===== config.mk =====
export PLATFORM = sky130hd
export DESIGN_NAME = pipeControlTop
export DESIGN_NICKNAME = d
export VERILOG_FILES = /design/src/armPipePkg.sv /design/src/operandMatch.sv /design/src/hazard.sv /design/src/pipeTracker.sv /design/src/pipeControlTop.sv
export SDC_FILE = /design/constraint.sdc
export NUM_CORES = 1
export LEC_CHECK = 0
export ABC_AREA = 0
export BUFFER_PORTS_ARGS = -buffer_cell sky130_fd_sc_hd__buf_4
export CAP_MARGIN = 20
export CORE_MARGIN = 2
export CORE_UTILIZATION = 55
export DETAILED_ROUTE_END_ITERATION = 8
export GPL_TIMING_DRIVEN = 1
export PLACE_DENSITY = 0.92
export SYNTH_ARGS = -nofsm -noshare
export SYNTH_HDL_FRONTEND = slang
export SYNTH_SLANG_ARGS = --single-unit

===== constraint.sdc =====
create_clock -name clk -period 3.86 [get_ports clk]
set_input_delay 0.193 -clock clk [delete_from_list [all_inputs] [get_ports clk]]
set_output_delay 0.193 -clock clk [all_outputs]
set_load 0.01 [all_outputs]

===== src/armPipePkg.sv =====
package armPipePkg;

  // Register index width of the ARM register file
  localparam int regAddrW = 4;

  typedef logic [regAddrW-1:0] regAddrT;

  // Operand source for the execute stage
  typedef enum logic [1:0] {
    fwdNone  = 2'b00,
    fwdFromW = 2'b01,
    fwdFromM = 2'b10
  } fwdSelT;

  // PC offset saved on exception entry
  typedef enum logic [1:0] {
    pcInPlus8 = 2'b00,
    pcInPlus4 = 2'b01,
    pcInPlus0 = 2'b10
  } pcInSelT;

  // Per-instruction descriptor carried down the pipe
  typedef struct packed {
    logic    valid;
    regAddrT srcA;
    regAddrT srcB;
    regAddrT dest;
    logic    usesA;
    logic    usesB;
    logic    regWrite;
    logic    memToReg;
    // Software interrupt and undefined opcode
    logic    swi;
    logic    undef;
    // MSR and MRS style status register access
    logic    regToCpsr;
    logic    cpsrToReg;
  } instrDescT;

  // Empty slot loaded on flush and bubble insertion
  localparam instrDescT bubbleDesc = '0;

  // Register compare results, regWrite not yet applied
  typedef struct packed {
    logic match1EM;
    logic match1EW;
    logic match2EM;
    logic match2EW;
    logic match1DE;
    logic match2DE;
  } matchT;

  // Flags taken from stage contents, each qualified by valid
  typedef struct packed {
    logic regWriteM;
    logic regWriteW;
    logic memToRegE;
    logic swiD;
    logic swiE;
    logic swiM;
    logic swiW;
    logic undefD;
    logic undefE;
    logic undefM;
    logic undefW;
    logic regToCpsrD;
    logic cpsrToRegD;
  } stageFlagsT;

  // Exception requests in priority order
  typedef struct packed {
    logic prefetchAbort;
    logic dataAbort;
    logic irq;
    logic fiq;
    logic undefinedInstr;
    logic swi;
  } excReqT;

  // External stall and flow levels
  typedef struct packed {
    logic dStall;
    logic iStall;
    logic multStallD;
    logic uOpStallD;
    logic pcWrPendingF;
    logic ldmStmForwardE;
  } stallReqT;

  // Stall and flush network towards the stage registers
  typedef struct packed {
    logic stallF;
    logic stallD;
    logic stallE;
    logic stallM;
    logic stallW;
    logic flushD;
    logic flushE;
    logic flushW;
  } pipeCtrlT;

endpackage


===== src/operandMatch.sv =====
`timescale 1ns/1ps

module operandMatch
  import armPipePkg::*;
(
  input  instrDescT descD,
  input  instrDescT descE,
  input  instrDescT descM,
  input  instrDescT descW,
  output matchT     match
);

  // One reader operand against one writer stage
  function automatic logic regHit(
    input logic      readValid,
    input logic      readUses,
    input regAddrT   readSrc,
    input instrDescT writer
  );
    logic hit;
    // Both slots must hold real instructions
    hit = readValid & writer.valid;
    // Reader must actually consume the operand
    hit = hit & readUses;
    // Same architectural register
    hit = hit & (writer.dest == readSrc);
    return hit;
  endfunction

  always_comb begin
    // Execute operand A against memory and writeback
    match.match1EM = regHit(descE.valid, descE.usesA, descE.srcA, descM);
    match.match1EW = regHit(descE.valid, descE.usesA, descE.srcA, descW);

    // Execute operand B against memory and writeback
    match.match2EM = regHit(descE.valid, descE.usesB, descE.srcB, descM);
    match.match2EW = regHit(descE.valid, descE.usesB, descE.srcB, descW);

    // Decode sources against execute, used for load-use detection
    match.match1DE = regHit(descD.valid, descD.usesA, descD.srcA, descE);
    match.match2DE = regHit(descD.valid, descD.usesB, descD.srcB, descE);
  end

endmodule


===== src/hazard.sv =====
`timescale 1ns/1ps

module hazard
  import armPipePkg::*;
(
  input  logic       clk,
  input  logic       rstN,
  input  matchT      match,
  input  stageFlagsT stageFlags,
  input  stallReqT   stallReq,
  input  excReqT     excReq,
  input  logic       branchTakenE,
  input  logic       pcSrcW,
  output fwdSelT     fwdAE,
  output fwdSelT     fwdBE,
  output logic       incrementE,
  output logic       stallUop,
  output logic       exceptionSavePC,
  output pipeCtrlT   pipeCtrl,
  output pcInSelT    pcInSelect
);

  logic ldrStallD;
  logic memStall;
  logic excInE;
  logic excInM;
  logic cpsrAccessD;
  logic excOlderThanD;

  // Memory wins over writeback for operand A
  always_comb begin
    if ((match.match1EM & stageFlags.regWriteM) | stallReq.ldmStmForwardE) begin
      fwdAE = fwdFromM;
    end else if (match.match1EW & stageFlags.regWriteW) begin
      fwdAE = fwdFromW;
    end else begin
      fwdAE = fwdNone;
    end
  end

  // Same priority for operand B without the LDM/STM override
  always_comb begin
    if (match.match2EM & stageFlags.regWriteM) begin
      fwdBE = fwdFromM;
    end else if (match.match2EW & stageFlags.regWriteW) begin
      fwdBE = fwdFromW;
    end else begin
      fwdBE = fwdNone;
    end
  end

  // Address walk for block transfers
  assign incrementE = stallReq.ldmStmForwardE;

  // Load result not ready for the reader in decode
  assign ldrStallD = (match.match1DE | match.match2DE) & stageFlags.memToRegE;

  // Data or instruction memory not ready
  assign memStall = stallReq.dStall | stallReq.iStall;

  // SWI or undefined sitting in execute or memory
  assign excInE = stageFlags.swiE | stageFlags.undefE;
  assign excInM = stageFlags.swiM | stageFlags.undefM;

  assign cpsrAccessD = stageFlags.regToCpsrD | stageFlags.cpsrToRegD;

  // Exception anywhere behind decode
  assign excOlderThanD = excInE | excInM | stageFlags.swiW | stageFlags.undefW;

  always_comb begin
    // Fetch freezes for every hazard plus pending PC writes and exceptions
    pipeCtrl.stallF = ldrStallD | stallReq.pcWrPendingF | memStall
                    | stallReq.uOpStallD | stallReq.multStallD
                    | stageFlags.swiD | stageFlags.undefD
                    | excInE | excInM | cpsrAccessD;

    pipeCtrl.stallD = ldrStallD | memStall | stallReq.uOpStallD
                    | stallReq.multStallD | excInE;

    // Later stages only wait for memory
    pipeCtrl.stallE = memStall;
    pipeCtrl.stallM = memStall;
    pipeCtrl.stallW = memStall;

    // Writeback drains after its report while memory stalls
    pipeCtrl.flushW = memStall;

    // Execute empties on load-use or on the wrong path after a taken branch
    pipeCtrl.flushE = ldrStallD | branchTakenE | excInM;

    pipeCtrl.flushD = stallReq.pcWrPendingF | pcSrcW | branchTakenE
                    | excOlderThanD | cpsrAccessD;
  end

  // Micro-op sequencer holds on these only
  assign stallUop = ldrStallD | memStall | stallReq.multStallD;

  // Return address captured when the exception reaches execute
  assign exceptionSavePC = excInE;

  // Exception entry PC offset by priority
  always_comb begin
    if (excReq.prefetchAbort) begin
      pcInSelect = pcInPlus8;
    end else if (excReq.dataAbort) begin
      pcInSelect = pcInPlus0;
    end else if (excReq.irq) begin
      pcInSelect = pcInPlus8;
    end else if (excReq.fiq) begin
      pcInSelect = pcInPlus8;
    end else if (excReq.undefinedInstr) begin
      pcInSelect = pcInPlus4;
    end else if (excReq.swi) begin
      // Link write for SWI travels one cycle late
      pcInSelect = pcInPlus0;
    end else begin
      pcInSelect = pcInPlus8;
    end
  end

  // The bubble behind a load clears the load-use hazard by the next cycle
  assert property (@(posedge clk) disable iff (!rstN)
    ldrStallD |=> !ldrStallD);

  // An SWI or undefined in execute moves on unless memory stalls
  assert property (@(posedge clk) disable iff (!rstN)
    (excInE && !memStall) |=> !excInE);

endmodule


===== src/pipeTracker.sv =====
`timescale 1ns/1ps

module pipeTracker
  import armPipePkg::*;
(
  input  logic       clk,
  input  logic       rstN,
  input  instrDescT  fetchDesc,
  input  pipeCtrlT   pipeCtrl,
  output instrDescT  descD,
  output instrDescT  descE,
  output instrDescT  descM,
  output instrDescT  descW,
  output stageFlagsT stageFlags,
  output logic       retireValid,
  output instrDescT  retireDesc
);

  instrDescT nextD;
  instrDescT nextE;
  instrDescT nextM;
  instrDescT nextW;

  // Decode stage
  always_comb begin
    if (pipeCtrl.flushD) begin
      nextD = bubbleDesc;
    end else if (pipeCtrl.stallD) begin
      nextD = descD;
    end else if (pipeCtrl.stallF) begin
      // Held fetch slot is not accepted so decode empties
      nextD = bubbleDesc;
    end else begin
      nextD = fetchDesc;
    end
  end

  // Execute stage
  always_comb begin
    if (pipeCtrl.flushE) begin
      nextE = bubbleDesc;
    end else if (pipeCtrl.stallE) begin
      nextE = descE;
    end else if (pipeCtrl.stallD) begin
      // Decode stalls alone so a bubble moves on
      nextE = bubbleDesc;
    end else begin
      nextE = descD;
    end
  end

  // Memory stage has no flush
  always_comb begin
    if (pipeCtrl.stallM) begin
      nextM = descM;
    end else begin
      nextM = descE;
    end
  end

  // Writeback stage
  always_comb begin
    if (pipeCtrl.flushW) begin
      nextW = bubbleDesc;
    end else if (pipeCtrl.stallW) begin
      nextW = descW;
    end else begin
      nextW = descM;
    end
  end

  always_ff @(posedge clk) begin
    if (!rstN) begin
      descD <= bubbleDesc;
      descE <= bubbleDesc;
      descM <= bubbleDesc;
      descW <= bubbleDesc;
    end else begin
      descD <= nextD;
      descE <= nextE;
      descM <= nextM;
      descW <= nextW;
    end
  end

  // Flags back to hazard masked by slot valid
  always_comb begin
    stageFlags.regWriteM  = descM.valid & descM.regWrite;
    stageFlags.regWriteW  = descW.valid & descW.regWrite;
    stageFlags.memToRegE  = descE.valid & descE.memToReg;
    stageFlags.swiD       = descD.valid & descD.swi;
    stageFlags.swiE       = descE.valid & descE.swi;
    stageFlags.swiM       = descM.valid & descM.swi;
    stageFlags.swiW       = descW.valid & descW.swi;
    stageFlags.undefD     = descD.valid & descD.undef;
    stageFlags.undefE     = descE.valid & descE.undef;
    stageFlags.undefM     = descM.valid & descM.undef;
    stageFlags.undefW     = descW.valid & descW.undef;
    stageFlags.regToCpsrD = descD.valid & descD.regToCpsr;
    stageFlags.cpsrToRegD = descD.valid & descD.cpsrToReg;
  end

  // Report whatever sits in writeback this cycle
  assign retireValid = descW.valid;
  assign retireDesc  = descW;

  // Decode held while fetch moves on would drop the fetched instruction
  assert property (@(posedge clk) disable iff (!rstN)
    pipeCtrl.stallD |-> pipeCtrl.stallF);

  // No instruction is reported twice during a memory stall
  assert property (@(posedge clk) disable iff (!rstN)
    (pipeCtrl.stallW && descW.valid) |=> !descW.valid);

endmodule


===== src/pipeControlTop.sv =====
`timescale 1ns/1ps

module pipeControlTop
  import armPipePkg::*;
(
  input  logic      clk,
  input  logic      rstN,
  input  instrDescT fetchDesc,
  input  stallReqT  stallReq,
  input  excReqT    excReq,
  input  logic      branchTakenE,
  input  logic      pcSrcW,
  output fwdSelT    fwdAE,
  output fwdSelT    fwdBE,
  output logic      incrementE,
  output pipeCtrlT  pipeCtrl,
  output logic      stallUop,
  output logic      exceptionSavePC,
  output pcInSelT   pcInSelect,
  output logic      retireValid,
  output instrDescT retireDesc
);

  // Stage contents stay inside the block
  instrDescT  descD;
  instrDescT  descE;
  instrDescT  descM;
  instrDescT  descW;
  matchT      match;
  stageFlagsT stageFlags;

  // Register compares between stages
  operandMatch operandMatch_i (
    .descD (descD),
    .descE (descE),
    .descM (descM),
    .descW (descW),
    .match (match)
  );

  // Forwarding, stall and flush decisions
  hazard hazard_i (
    .clk             (clk),
    .rstN            (rstN),
    .match           (match),
    .stageFlags      (stageFlags),
    .stallReq        (stallReq),
    .excReq          (excReq),
    .branchTakenE    (branchTakenE),
    .pcSrcW          (pcSrcW),
    .fwdAE           (fwdAE),
    .fwdBE           (fwdBE),
    .incrementE      (incrementE),
    .stallUop        (stallUop),
    .exceptionSavePC (exceptionSavePC),
    .pipeCtrl        (pipeCtrl),
    .pcInSelect      (pcInSelect)
  );

  // Stage registers and retire report
  pipeTracker pipeTracker_i (
    .clk         (clk),
    .rstN        (rstN),
    .fetchDesc   (fetchDesc),
    .pipeCtrl    (pipeCtrl),
    .descD       (descD),
    .descE       (descE),
    .descM       (descM),
    .descW       (descW),
    .stageFlags  (stageFlags),
    .retireValid (retireValid),
    .retireDesc  (retireDesc)
  );

endmodule


==> flow_summary.json, run 1 <==
{
  "status": "finished clean",
  "viasPerCell": 5.39,
  "synth_common_cells": "nand2_1 (89), dfxtp_1 (84), nor2_1 (30)",
  "path_clk_slew_ns": 0.08,
  "cts.sinks": 84,
  "num-fill-cells": 454,
  "postCtsSetupBuffers": 0,
  "yosys.cell_types.count": 34,
  "final_nets": 475,
  "h-tree-depth": 3,
  "fmax_mhz": 390,
  "dr.pass1.iters": 5,
  "ys_seq_area_share_pct": 49.4,
  "syn_to_final_growth_pct": 21.4,
  "syn_inst": 376,
  "grt_pass1_wl_mm": 11.7,
  "crit_path_end_kind": "primary output",
  "final_cells": 518,
  "yosys.area.top_type": "dfxtp_1",
  "syn_area_mm2": 0.00341,
  "cts_tree": "built",
  "drt-total-wl_mm": 7.24,
  "p_per_area_mw_per_mm2": 385,
  "synth.top_cell.area_share_pct": 49.4,
  "antenna_left": 0,
  "finClkSkew_ns": 0.00457,
  "die_area_mm2": 0.00684,
  "syn_nets": 413,
  "synthTopCellsByArea": "dfxtp_1 (49%), nand2_1 (9.8%), mux2i_1 (6.2%)",
  "setup_viol": 0,
  "grt_pass1_vias": 2564,
  "vdd_ir_drop_max_v": 0.000278,
  "path_max_fanout": 16,
  "start_util_pct": 57.2,
  "cts_buffer_depth": 2,
  "ios": 76,
  "p_leak_nw": 1.73,
  "worstPathArrival_ns": 2.37,
  "path_cells": "o21ai_1 -> inv_1 -> nor4_4 -> and3_1 -> nand4b_1 -> buf_4",
  "die_w_um": 82.7,
  "overflow": 0,
  "gp_congestion": 0.854,
  "dpl.cell_count": 502,
  "drive_gt1_share_pct": 22.6,
  "grt_max_degree": 48,
  "slowest_stage": "and3_1",
  "routedWlPerCell_um": 14.0,
  "yosysMostFrequentCell": "nand2_1",
  "tns_ns": 0,
  "cp.required_ns": 3.67,
  "finalCriticalPeriod_ns": 2.56,
  "synthArstFlopShare_pct": 0,
  "synth_top_flop_cell": "dfxtp_1",
  "yosys_register_bits": 84,
  "setup_slack_ns": 1.30,
  "multi_input_area_mm2": 0.00155,
  "crit_type": "reg2out",
  "critPathMaxStageDelay_ns": 0.75,
  "yosysWarnings": 0,
  "post-place-ws_ns": 1.40,
  "diodes": 0,
  "drcViolationCount": 0,
  "register_area_mm2": 0.00168,
  "path_delay_family": "simple AND/OR/NAND/NOR gates",
  "drv_slew": 0,
  "slew_headroom_pct": 43.7,
  "whs_ns": 0.0869,
  "hold_class": "in2reg",
  "ctsHoldBuffers": 0,
  "cap_violations": 0,
  "rsz0062_at_grt": "false",
  "grtUsageTotal_pct": 22.5,
  "hold_violations": 0,
  "num_vias": 2790,
  "first_iter_violations": 180,
  "worstSetupStartpointType": "register",
  "synth_edf_count": 0,
  "numCtsBuffers": 9,
  "clockRootBuffer": "clkbuf_8",
  "io_buffers": 75,
  "num_rows": 28,
  "die_h_um": 82.7,
  "critPathBufInv": 2,
  "synth.avg_cell_area_um2": 9.06,
  "post-dp-hpwl_mm": 5.08,
  "tightestPinTransition_ns": 0.845,
  "finalCritPeriodShare_pct": 66.4,
  "core_mm2": 0.00596,
  "clkLatencyLatePin_ns": 0.35,
  "cts_resized": 0,
  "power_mw": 1.59,
  "antenna_found_initial": 0
}
==> metrics by stage <==
step / instance area (um^2) / util [%]
CTS: 4130 / 69.4
global route: 4140 / 69.5
detailed placement: 3930 / 66.0
global placement: 3920 / 65.9
floorplan: 3410 / -
finish: 4140 / 69.5
==> cells by family (layout without fill, tap and decap cells) <==
logic type	count (synthesis)	in the layout	share of synthesized area (%)
flip-flops	84	84	49.4
multiplexers	21	21	6.17
XOR/XNOR	24	24	6.17
AND/OR/NAND/NOR	167	167	22.6
AO/OA/AOI/OAI	48	48	10.4
buffers and inverters	32	99	5.32
==> final timing paths <==
path	startpoint	to	slack, ns	depth (start not counted)
min reg2reg	pipeTracker_i.descM[12]	pipeTracker_i.descM[12]	0.46	2
min	fetchDesc[3]	pipeTracker_i.descD[3]	0.09	3
max reg2reg	pipeTracker_i.descE[3]	pipeTracker_i.descD[18]	1.61	6
max	pipeTracker_i.descE[3]	pipeCtrl[7]	1.30	6
==> final cells by class <==
| type | instances | share of cell area, % |
|---|---|---|
| Sequential cell | 84 | 40.7 |
| Multi-Input combinational cell | 260 | 37.4 |
| Timing Repair Buffer | 80 | 14.5 |
| Clock buffer | 12 | 3.75 |
| Tap cell | 75 | 2.27 |
| Clock inverter | 4 | 1.15 |
| Inverter | 3 | 0.272 |
==> report_power, final <==
part / switching [mW] / leakage [nW] / internal, mW / total [mW]
Sequential: 0.000425 / 0.676 / 0.866 / 0.866
Clock: 0.304 / 0.102 / 0.332 / 0.636
Combinational: 0.0470 / 0.948 / 0.0424 / 0.0894
Total: 0.351 / 1.73 / 1.24 / 1.59
==> routing by layer <==
layer	up-vias	GRT usage (%)	wire length [um]
li1	1386	-	-
met1	1285	29.8	3280
met2	100	35.4	3370
met3	19	4.46	443
met4	0	10.3	155
met5	-	0	0
==> cell usage in the layout, fill, tap and decap left out, drive strengths merged, types with 2 or more instances in the layout <==
| cell type | count |
|---|---|
| o21ai | 4 |
| xor2 | 15 |
| nand3 | 7 |
| and3 | 25 |
| a22oi | 21 |
| nand2 | 89 |
| a21boi | 21 |
| nor2b | 2 |
| buf | 80 |
| mux2i | 21 |
| inv | 3 |
| nor2 | 31 |
| nor3 | 2 |
| xnor2 | 9 |
| nor4 | 5 |
| nand4 | 2 |
| clkinv | 2 |
| clkbuf | 12 |
| dfxtp | 84 |
==> flip-flops by register name (all words and copies together) (netlist names) <==
signal	count
pipeTracker_i.descW	20
pipeTracker_i.retireValid	1
pipeTracker_i.descE	21
pipeTracker_i.descM	21
pipeTracker_i.descD	21
==> worst min-delay path: stages <==
cell,delay (ns)
buf_4,0.11
nand2_1,0.04
mux2i_1,0.05
No activity file was read; power rests on OpenSTA's default activity.
==> inputs of run 2 (changes only) <==
- CORE_UTILIZATION: 55 -> 53
- PLACE_DENSITY: 0.92 -> 0.89
- clock period: 3.86 -> 2.6 ns (I/O delays scaled with it)
==> run 2 against run 1 <==
  * Clock power up 23%
  * Sequential power up 49%
  * Critical path depth up 1
  * Final cell count up 0.77%
  * Combinational power up 50%
  * First-iteration DRC count down 9.4%
  * Die area up 3.6%
  * Worst setup slack worse by 0.97 ns
  * Flip-flop and latch count unchanged
  * Utilization down 4.0 points
  * Critical endpoint is now pipeCtrl[6]
==> flow_summary.json, run 2 (synthesized netlist as in run 1, its figures left out) <==
{
  "cts_tree": "built",
  "reg2reg_from": "pipeTracker_i.descE[3]",
  "reg_top3": "pipeTracker_i.descD (21), pipeTracker_i.descE (21), pipeTracker_i.descM (21)",
  "cts_resized": 0,
  "core_mm2": 0.00628,
  "die_h_um": 84.2,
  "min_path_cells": 3,
  "post-place-ws_ns": 0.740,
  "setup_viol": 0,
  "ctsHoldBuffers": 0,
  "drt-total-wl_mm": 7.06,
  "r2r_slack_ns": 0.72,
  "first_iter_violations": 163,
  "internal_power_mw": 1.69,
  "setup_slack_ns": 0.330,
  "path_clk_slew_ns": 0.08,
  "global_route.usage.met3_pct": 4.23,
  "p_switching_mw": 0.512,
  "final_nets": 477,
  "drv_slew": 0,
  "grt_pass1_wl_mm": 12.1,
  "hold_end": "pipeTracker_i.descD[7]",
  "num_rows": 29,
  "mostFrequentLayoutCells": "nand2_1 (89), dfxtp_1 (84), buf_4 (82), nor2_1 (30), and3_1 (25)",
  "hold_class": "in2reg",
  "p_per_area_mw_per_mm2": 536,
  "worstSetupStartpointType": "register",
  "tns_ns": 0,
  "path_max_fanout": 20,
  "cts.sinks": 84,
  "crit_type": "reg2out",
  "r2r-end": "pipeTracker_i.descD[6]",
  "worstPathArrival_ns": 2.14,
  "crit_path_end_kind": "primary output",
  "tightestPinTransition_ns": 0.452,
  "top_usage_layer": "met2",
  "gp_congestion": 0.831,
  "min-delay-start": "fetchDesc[7]",
  "ios": 76,
  "drcViolationCount": 0,
  "combPwrFrac_pct": 6.1,
  "grt_pass1_vias": 2645,
  "clockRootBuffer": "clkbuf_8",
  "p_leak_nw": 1.72,
  "routedWlPerCell_um": 13.5,
  "slew_headroom_pct": 69.9,
  "overflow": 0,
  "h-tree-depth": 3,
  "num-fill-cells": 532,
  "met2_usage_pct": 32.4,
  "switching_share_pct": 23.2,
  "p_seq_share_pct": 58.4,
  "num_vias": 2769,
  "rsz0062_at_grt": "false",
  "cap_violations": 0,
  "antenna_left": 0,
  "antenna_found_initial": 0,
  "status": "finished clean",
  "reg2regPathDepth": 6,
  "syn_to_final_growth_pct": 20.6,
  "io_buffers": 75,
  "register_area_mm2": 0.00168,
  "postCtsSetupBuffers": 0,
  "vdd_ir_drop_max_v": 0.000347,
  "start_util_pct": 54.3,
  "post-dp-hpwl_mm": 5.01,
  "viasPerCell": 5.30,
  "finalCritPeriodShare_pct": 87.3,
  "cp.required_ns": 2.47,
  "numCtsBuffers": 9,
  "hold_violations": 0,
  "dr.pass1.iters": 4,
  "die_area_mm2": 0.00709,
  "grt_use_met1_pct": 28.3,
  "finalCriticalPeriod_ns": 2.27,
  "clkPwrFrac_pct": 35.6,
  "clkLatencyLatePin_ns": 0.36,
  "grtUsageTotal_pct": 21.0,
  "die_w_um": 84.2,
  "finClkSkew_ns": 0.0100,
  "multi_input_area_mm2": 0.00154,
  "grt_max_degree": 48,
  "fmax_mhz": 440,
  "drive_gt1_share_pct": 22.5,
  "diodes": 0,
  "final_common_cell": "nand2_1",
  "cts_buffer_depth": 2
}
==> run 2: cell types whose count changed in the layout (fill, tap and decap cells not counted), sizes merged <==
cell      previous run  this run
buf                 80        82
clkbuf              12        11
clkinv               2         5
bufinv               1         0
clkinvlp             1         0
==> run 2: metrics by stage <==
stage	cells	utilization, %	power [mW]	cell area [um^2]	hold slack [ns]
finish	522	65.5	2.20	4110	0.0179
global route	522	65.5	2.29	4110	0.0301
CTS	522	65.5	2.23	4110	0.00719
detailed placement	506	62.9	1.45	3950	0.397
global placement	506	62.9	1.45	3950	0.390
floorplan	376	-	1.39	3410	0.272
==> run 2: worst max-delay path: stages, from the launching register on <==
cell and delay [ns]:
dfxtp_1 0.33, o21ai_1 0.28, inv_1 0.14, nor4_4 0.17
and3_1 0.29, buf_4 0.35, inv_1 0.08, buf_4 0.15
==> run 2: routing by layer <==
layer  wire (um)  up-vias
met3         461       13
met2        3310       94
met1        3120     1274
met4         159        0
met5           0        -
li1            -     1388
==> run 2: how the worst max path moves through the flow <==
stage	to	from	slack, ns	cells after the start
CTS	pipeCtrl[6]	pipeTracker_i.descE[3]	0.35	7
detailed placement	pipeCtrl[6]	pipeTracker_i.descE[3]	0.74	7
global route	pipeCtrl[6]	pipeTracker_i.descE[3]	0.20	7
floorplan	pipeCtrl[7]	pipeTracker_i.descE[3]	1.03	7
finish	pipeCtrl[6]	pipeTracker_i.descE[3]	0.33	7
global placement	pipeCtrl[6]	pipeTracker_i.descE[3]	0.84	7
==> run 2: cell type report <==
class	instances	area share, %
flip-flops and latches	84	40.9
multi-input cells	260	37.6
repair buffers	82	15.0
inverters	3	0.274
clock inverters	5	0.700
clock buffers	11	3.20
well taps	77	2.34
==> run 2: power by group through the flow <==
stage / registers [mW] / clock network, mW / logic, mW
final: 1.29 / 0.784 / 0.134
after global routing: 1.29 / 0.861 / 0.146
after CTS: 1.29 / 0.807 / 0.134
after detailed placement: 1.32 / 0 / 0.133
after global placement: 1.32 / 0 / 0.132
after floorplan: 1.32 / 0 / 0.0703
==> inputs of run 3 (changes only) <==
- CELL_PAD_IN_SITES_DETAIL_PLACEMENT: default -> 0
- CELL_PAD_IN_SITES_GLOBAL_PLACEMENT: default -> 2
- CORE_UTILIZATION: 53 -> 32
- PLACE_DENSITY: 0.89 -> 0.9
==> run 3 against run 2 <==
  * Final cell count grew 11%
  * Register-to-register slack gained 0.04 ns
  * Fmax grew 1.5%
  * Final area grew 4.2%
  * Via count shrank 2.6%
  * Utilization shrank 24 points
  * Worst setup slack gained 0.033 ns
  * Clock skew shrank 0.0051 ns
  * Global-route usage shrank 7.2 points
  * Total power grew 16%
  * Clock power grew 44%
  * Largest cell class unchanged
  * Largest power group unchanged
==> flow_summary.json, run 3 (synthesized netlist as in run 1, its figures left out) <==
{
  "status": "finished clean",
  "p_per_area_mw_per_mm2": 597,
  "cp.required_ns": 2.47,
  "p_seq_share_pct": 50.3,
  "vdd_ir_drop_max_v": 0.000274,
  "overflow": 0,
  "tns_ns": 0,
  "hold_class": "in2reg",
  "clockRootBuffer": "clkbuf_8",
  "die_area_mm2": 0.0115,
  "finalCriticalPeriod_ns": 2.24,
  "path_max_fanout": 15,
  "syn_to_final_growth_pct": 25.6,
  "die_h_um": 107,
  "p_switching_mw": 0.515,
  "die_w_um": 107,
  "clkPwrFrac_pct": 44.3,
  "drv_slew": 0,
  "ios": 76,
  "grt_max_degree": 48,
  "first_iter_violations": 141,
  "num_vias": 2698,
  "dpl_cell_area_mm2": 0.00403,
  "finClkSkew_ns": 0.00488,
  "cts_tree": "built",
  "fin_area_mm2": 0.00428,
  "mostFrequentLayoutCells": "nand2_1 (89), dfxtp_1 (84), buf_4 (83), nor2_1 (30), and3_1 (25)",
  "grtUsageTotal_pct": 13.9,
  "internal_power_mw": 2.04,
  "setup_viol": 0,
  "p_leak_nw": 1.77,
  "cap_violations": 0,
  "combPwrFrac_pct": 5.4,
  "drcViolationCount": 0,
  "diodes": 0,
  "antenna_found_initial": 0,
  "grt_pass1_vias": 2555,
  "h-tree-depth": 3,
  "whs_ns": 0.0387,
  "postCtsSetupBuffers": 0,
  "crit_type": "reg2out",
  "start_util_pct": 33.0,
  "worstPathArrival_ns": 2.11,
  "cts.sinks": 84,
  "dr.pass1.iters": 5,
  "ctsHoldBuffers": 0,
  "drive_gt1_share_pct": 22.9,
  "numCtsBuffers": 9,
  "gp_congestion": 0.796,
  "path_clk_slew_ns": 0.08,
  "routedWlPerCell_um": 13.3,
  "io_buffers": 75,
  "grt_pass1_wl_mm": 12.6,
  "reg_top3": "pipeTracker_i.descD (21), pipeTracker_i.descE (21), pipeTracker_i.descM (21)",
  "viasPerCell": 4.64,
  "antenna_left": 0,
  "slew_headroom_pct": 67.7,
  "final_nets": 478,
  "drt-total-wl_mm": 7.74,
  "tightestPinTransition_ns": 0.485,
  "hold_violations": 0,
  "cts_resized": 0,
  "crit_path_end_kind": "primary output",
  "core_mm2": 0.0103,
  "switching_share_pct": 20.1,
  "worstSetupStartpointType": "register",
  "final_common_cell": "nand2_1",
  "post-dp-hpwl_mm": 5.41,
  "rsz0062_at_grt": "false",
  "r2r_slack_ns": 0.76,
  "clkLatencyLatePin_ns": 0.34,
  "fmax_mhz": 447,
  "num_rows": 37,
  "cts_buffer_depth": 2,
  "finalCritPeriodShare_pct": 86.1
}
## run 3: cell types whose count changed in the layout (fill, tap and decap cells not counted), sizes merged
cell	change
buf	+1
clkinv	-4
clkbuf	+1
bufinv	+3
## run 3: stage by stage
stage          utilization, %  cells  worst slack [ns]  power, mW
6_report                 41.5    582             0.363       2.55
5_1_grt                  41.5    582             0.149       2.65
4_1_cts                  41.5    582             0.341       2.58
3_5_place_dp             39.0    566             0.727       1.46
3_3_place_gp             39.0    566             0.738       1.46
2_1_floorplan               -    376              1.03       1.39
## run 3: path summary, 6_finish.rpt
kind / from / to / depth (start not counted)
worst max register to register: pipeTracker_i.descE[3] / pipeTracker_i.descD[19] / 7
worst max-delay path: pipeTracker_i.descE[3] / pipeCtrl[6] / 8
worst min register to register: pipeTracker_i.descM[16] / pipeTracker_i.descM[16] / 2
worst min-delay path: fetchDesc[8] / pipeTracker_i.descD[8] / 3
## run 3: worst max-delay path: stages, from the launching register on
cell and delay, ns:
dfxtp_1 0.34, o21ai_1 0.27, inv_1 0.13, nor4_4 0.15, and3_1 0.19, buf_4 0.19
buf_4 0.29, inv_1 0.07, buf_4 0.14
## run 3: final cells by class
class / instances / area [um^2]
Fill cell: 1042 / 6040
Sequential cell: 84 / 1680
Multi-Input combinational cell: 260 / 1540
Timing Repair Buffer: 83 / 623
Tap cell: 136 / 170
Clock buffer: 12 / 155
Clock inverter: 4 / 95.1
Inverter: 3 / 11.3
## run 3: layer usage
layer,track usage [%],part of all wire [%],vias to the layer above
met5,0,0,-
met4,5.84,1.7,0
met3,3.04,6.4,13
met2,20.4,42,83
met1,19.5,50,1215
li1,-,-,1387
## run 3: power groups by stage
stage / logic, mW / clock network, mW / registers, mW
2_1_floorplan: 0.0703 / 0 / 1.32
3_5_place_dp: 0.139 / 0 / 1.32
3_3_place_gp: 0.139 / 0 / 1.32
4_1_cts: 0.139 / 1.15 / 1.29
5_1_grt: 0.151 / 1.21 / 1.29
6_report: 0.137 / 1.13 / 1.29
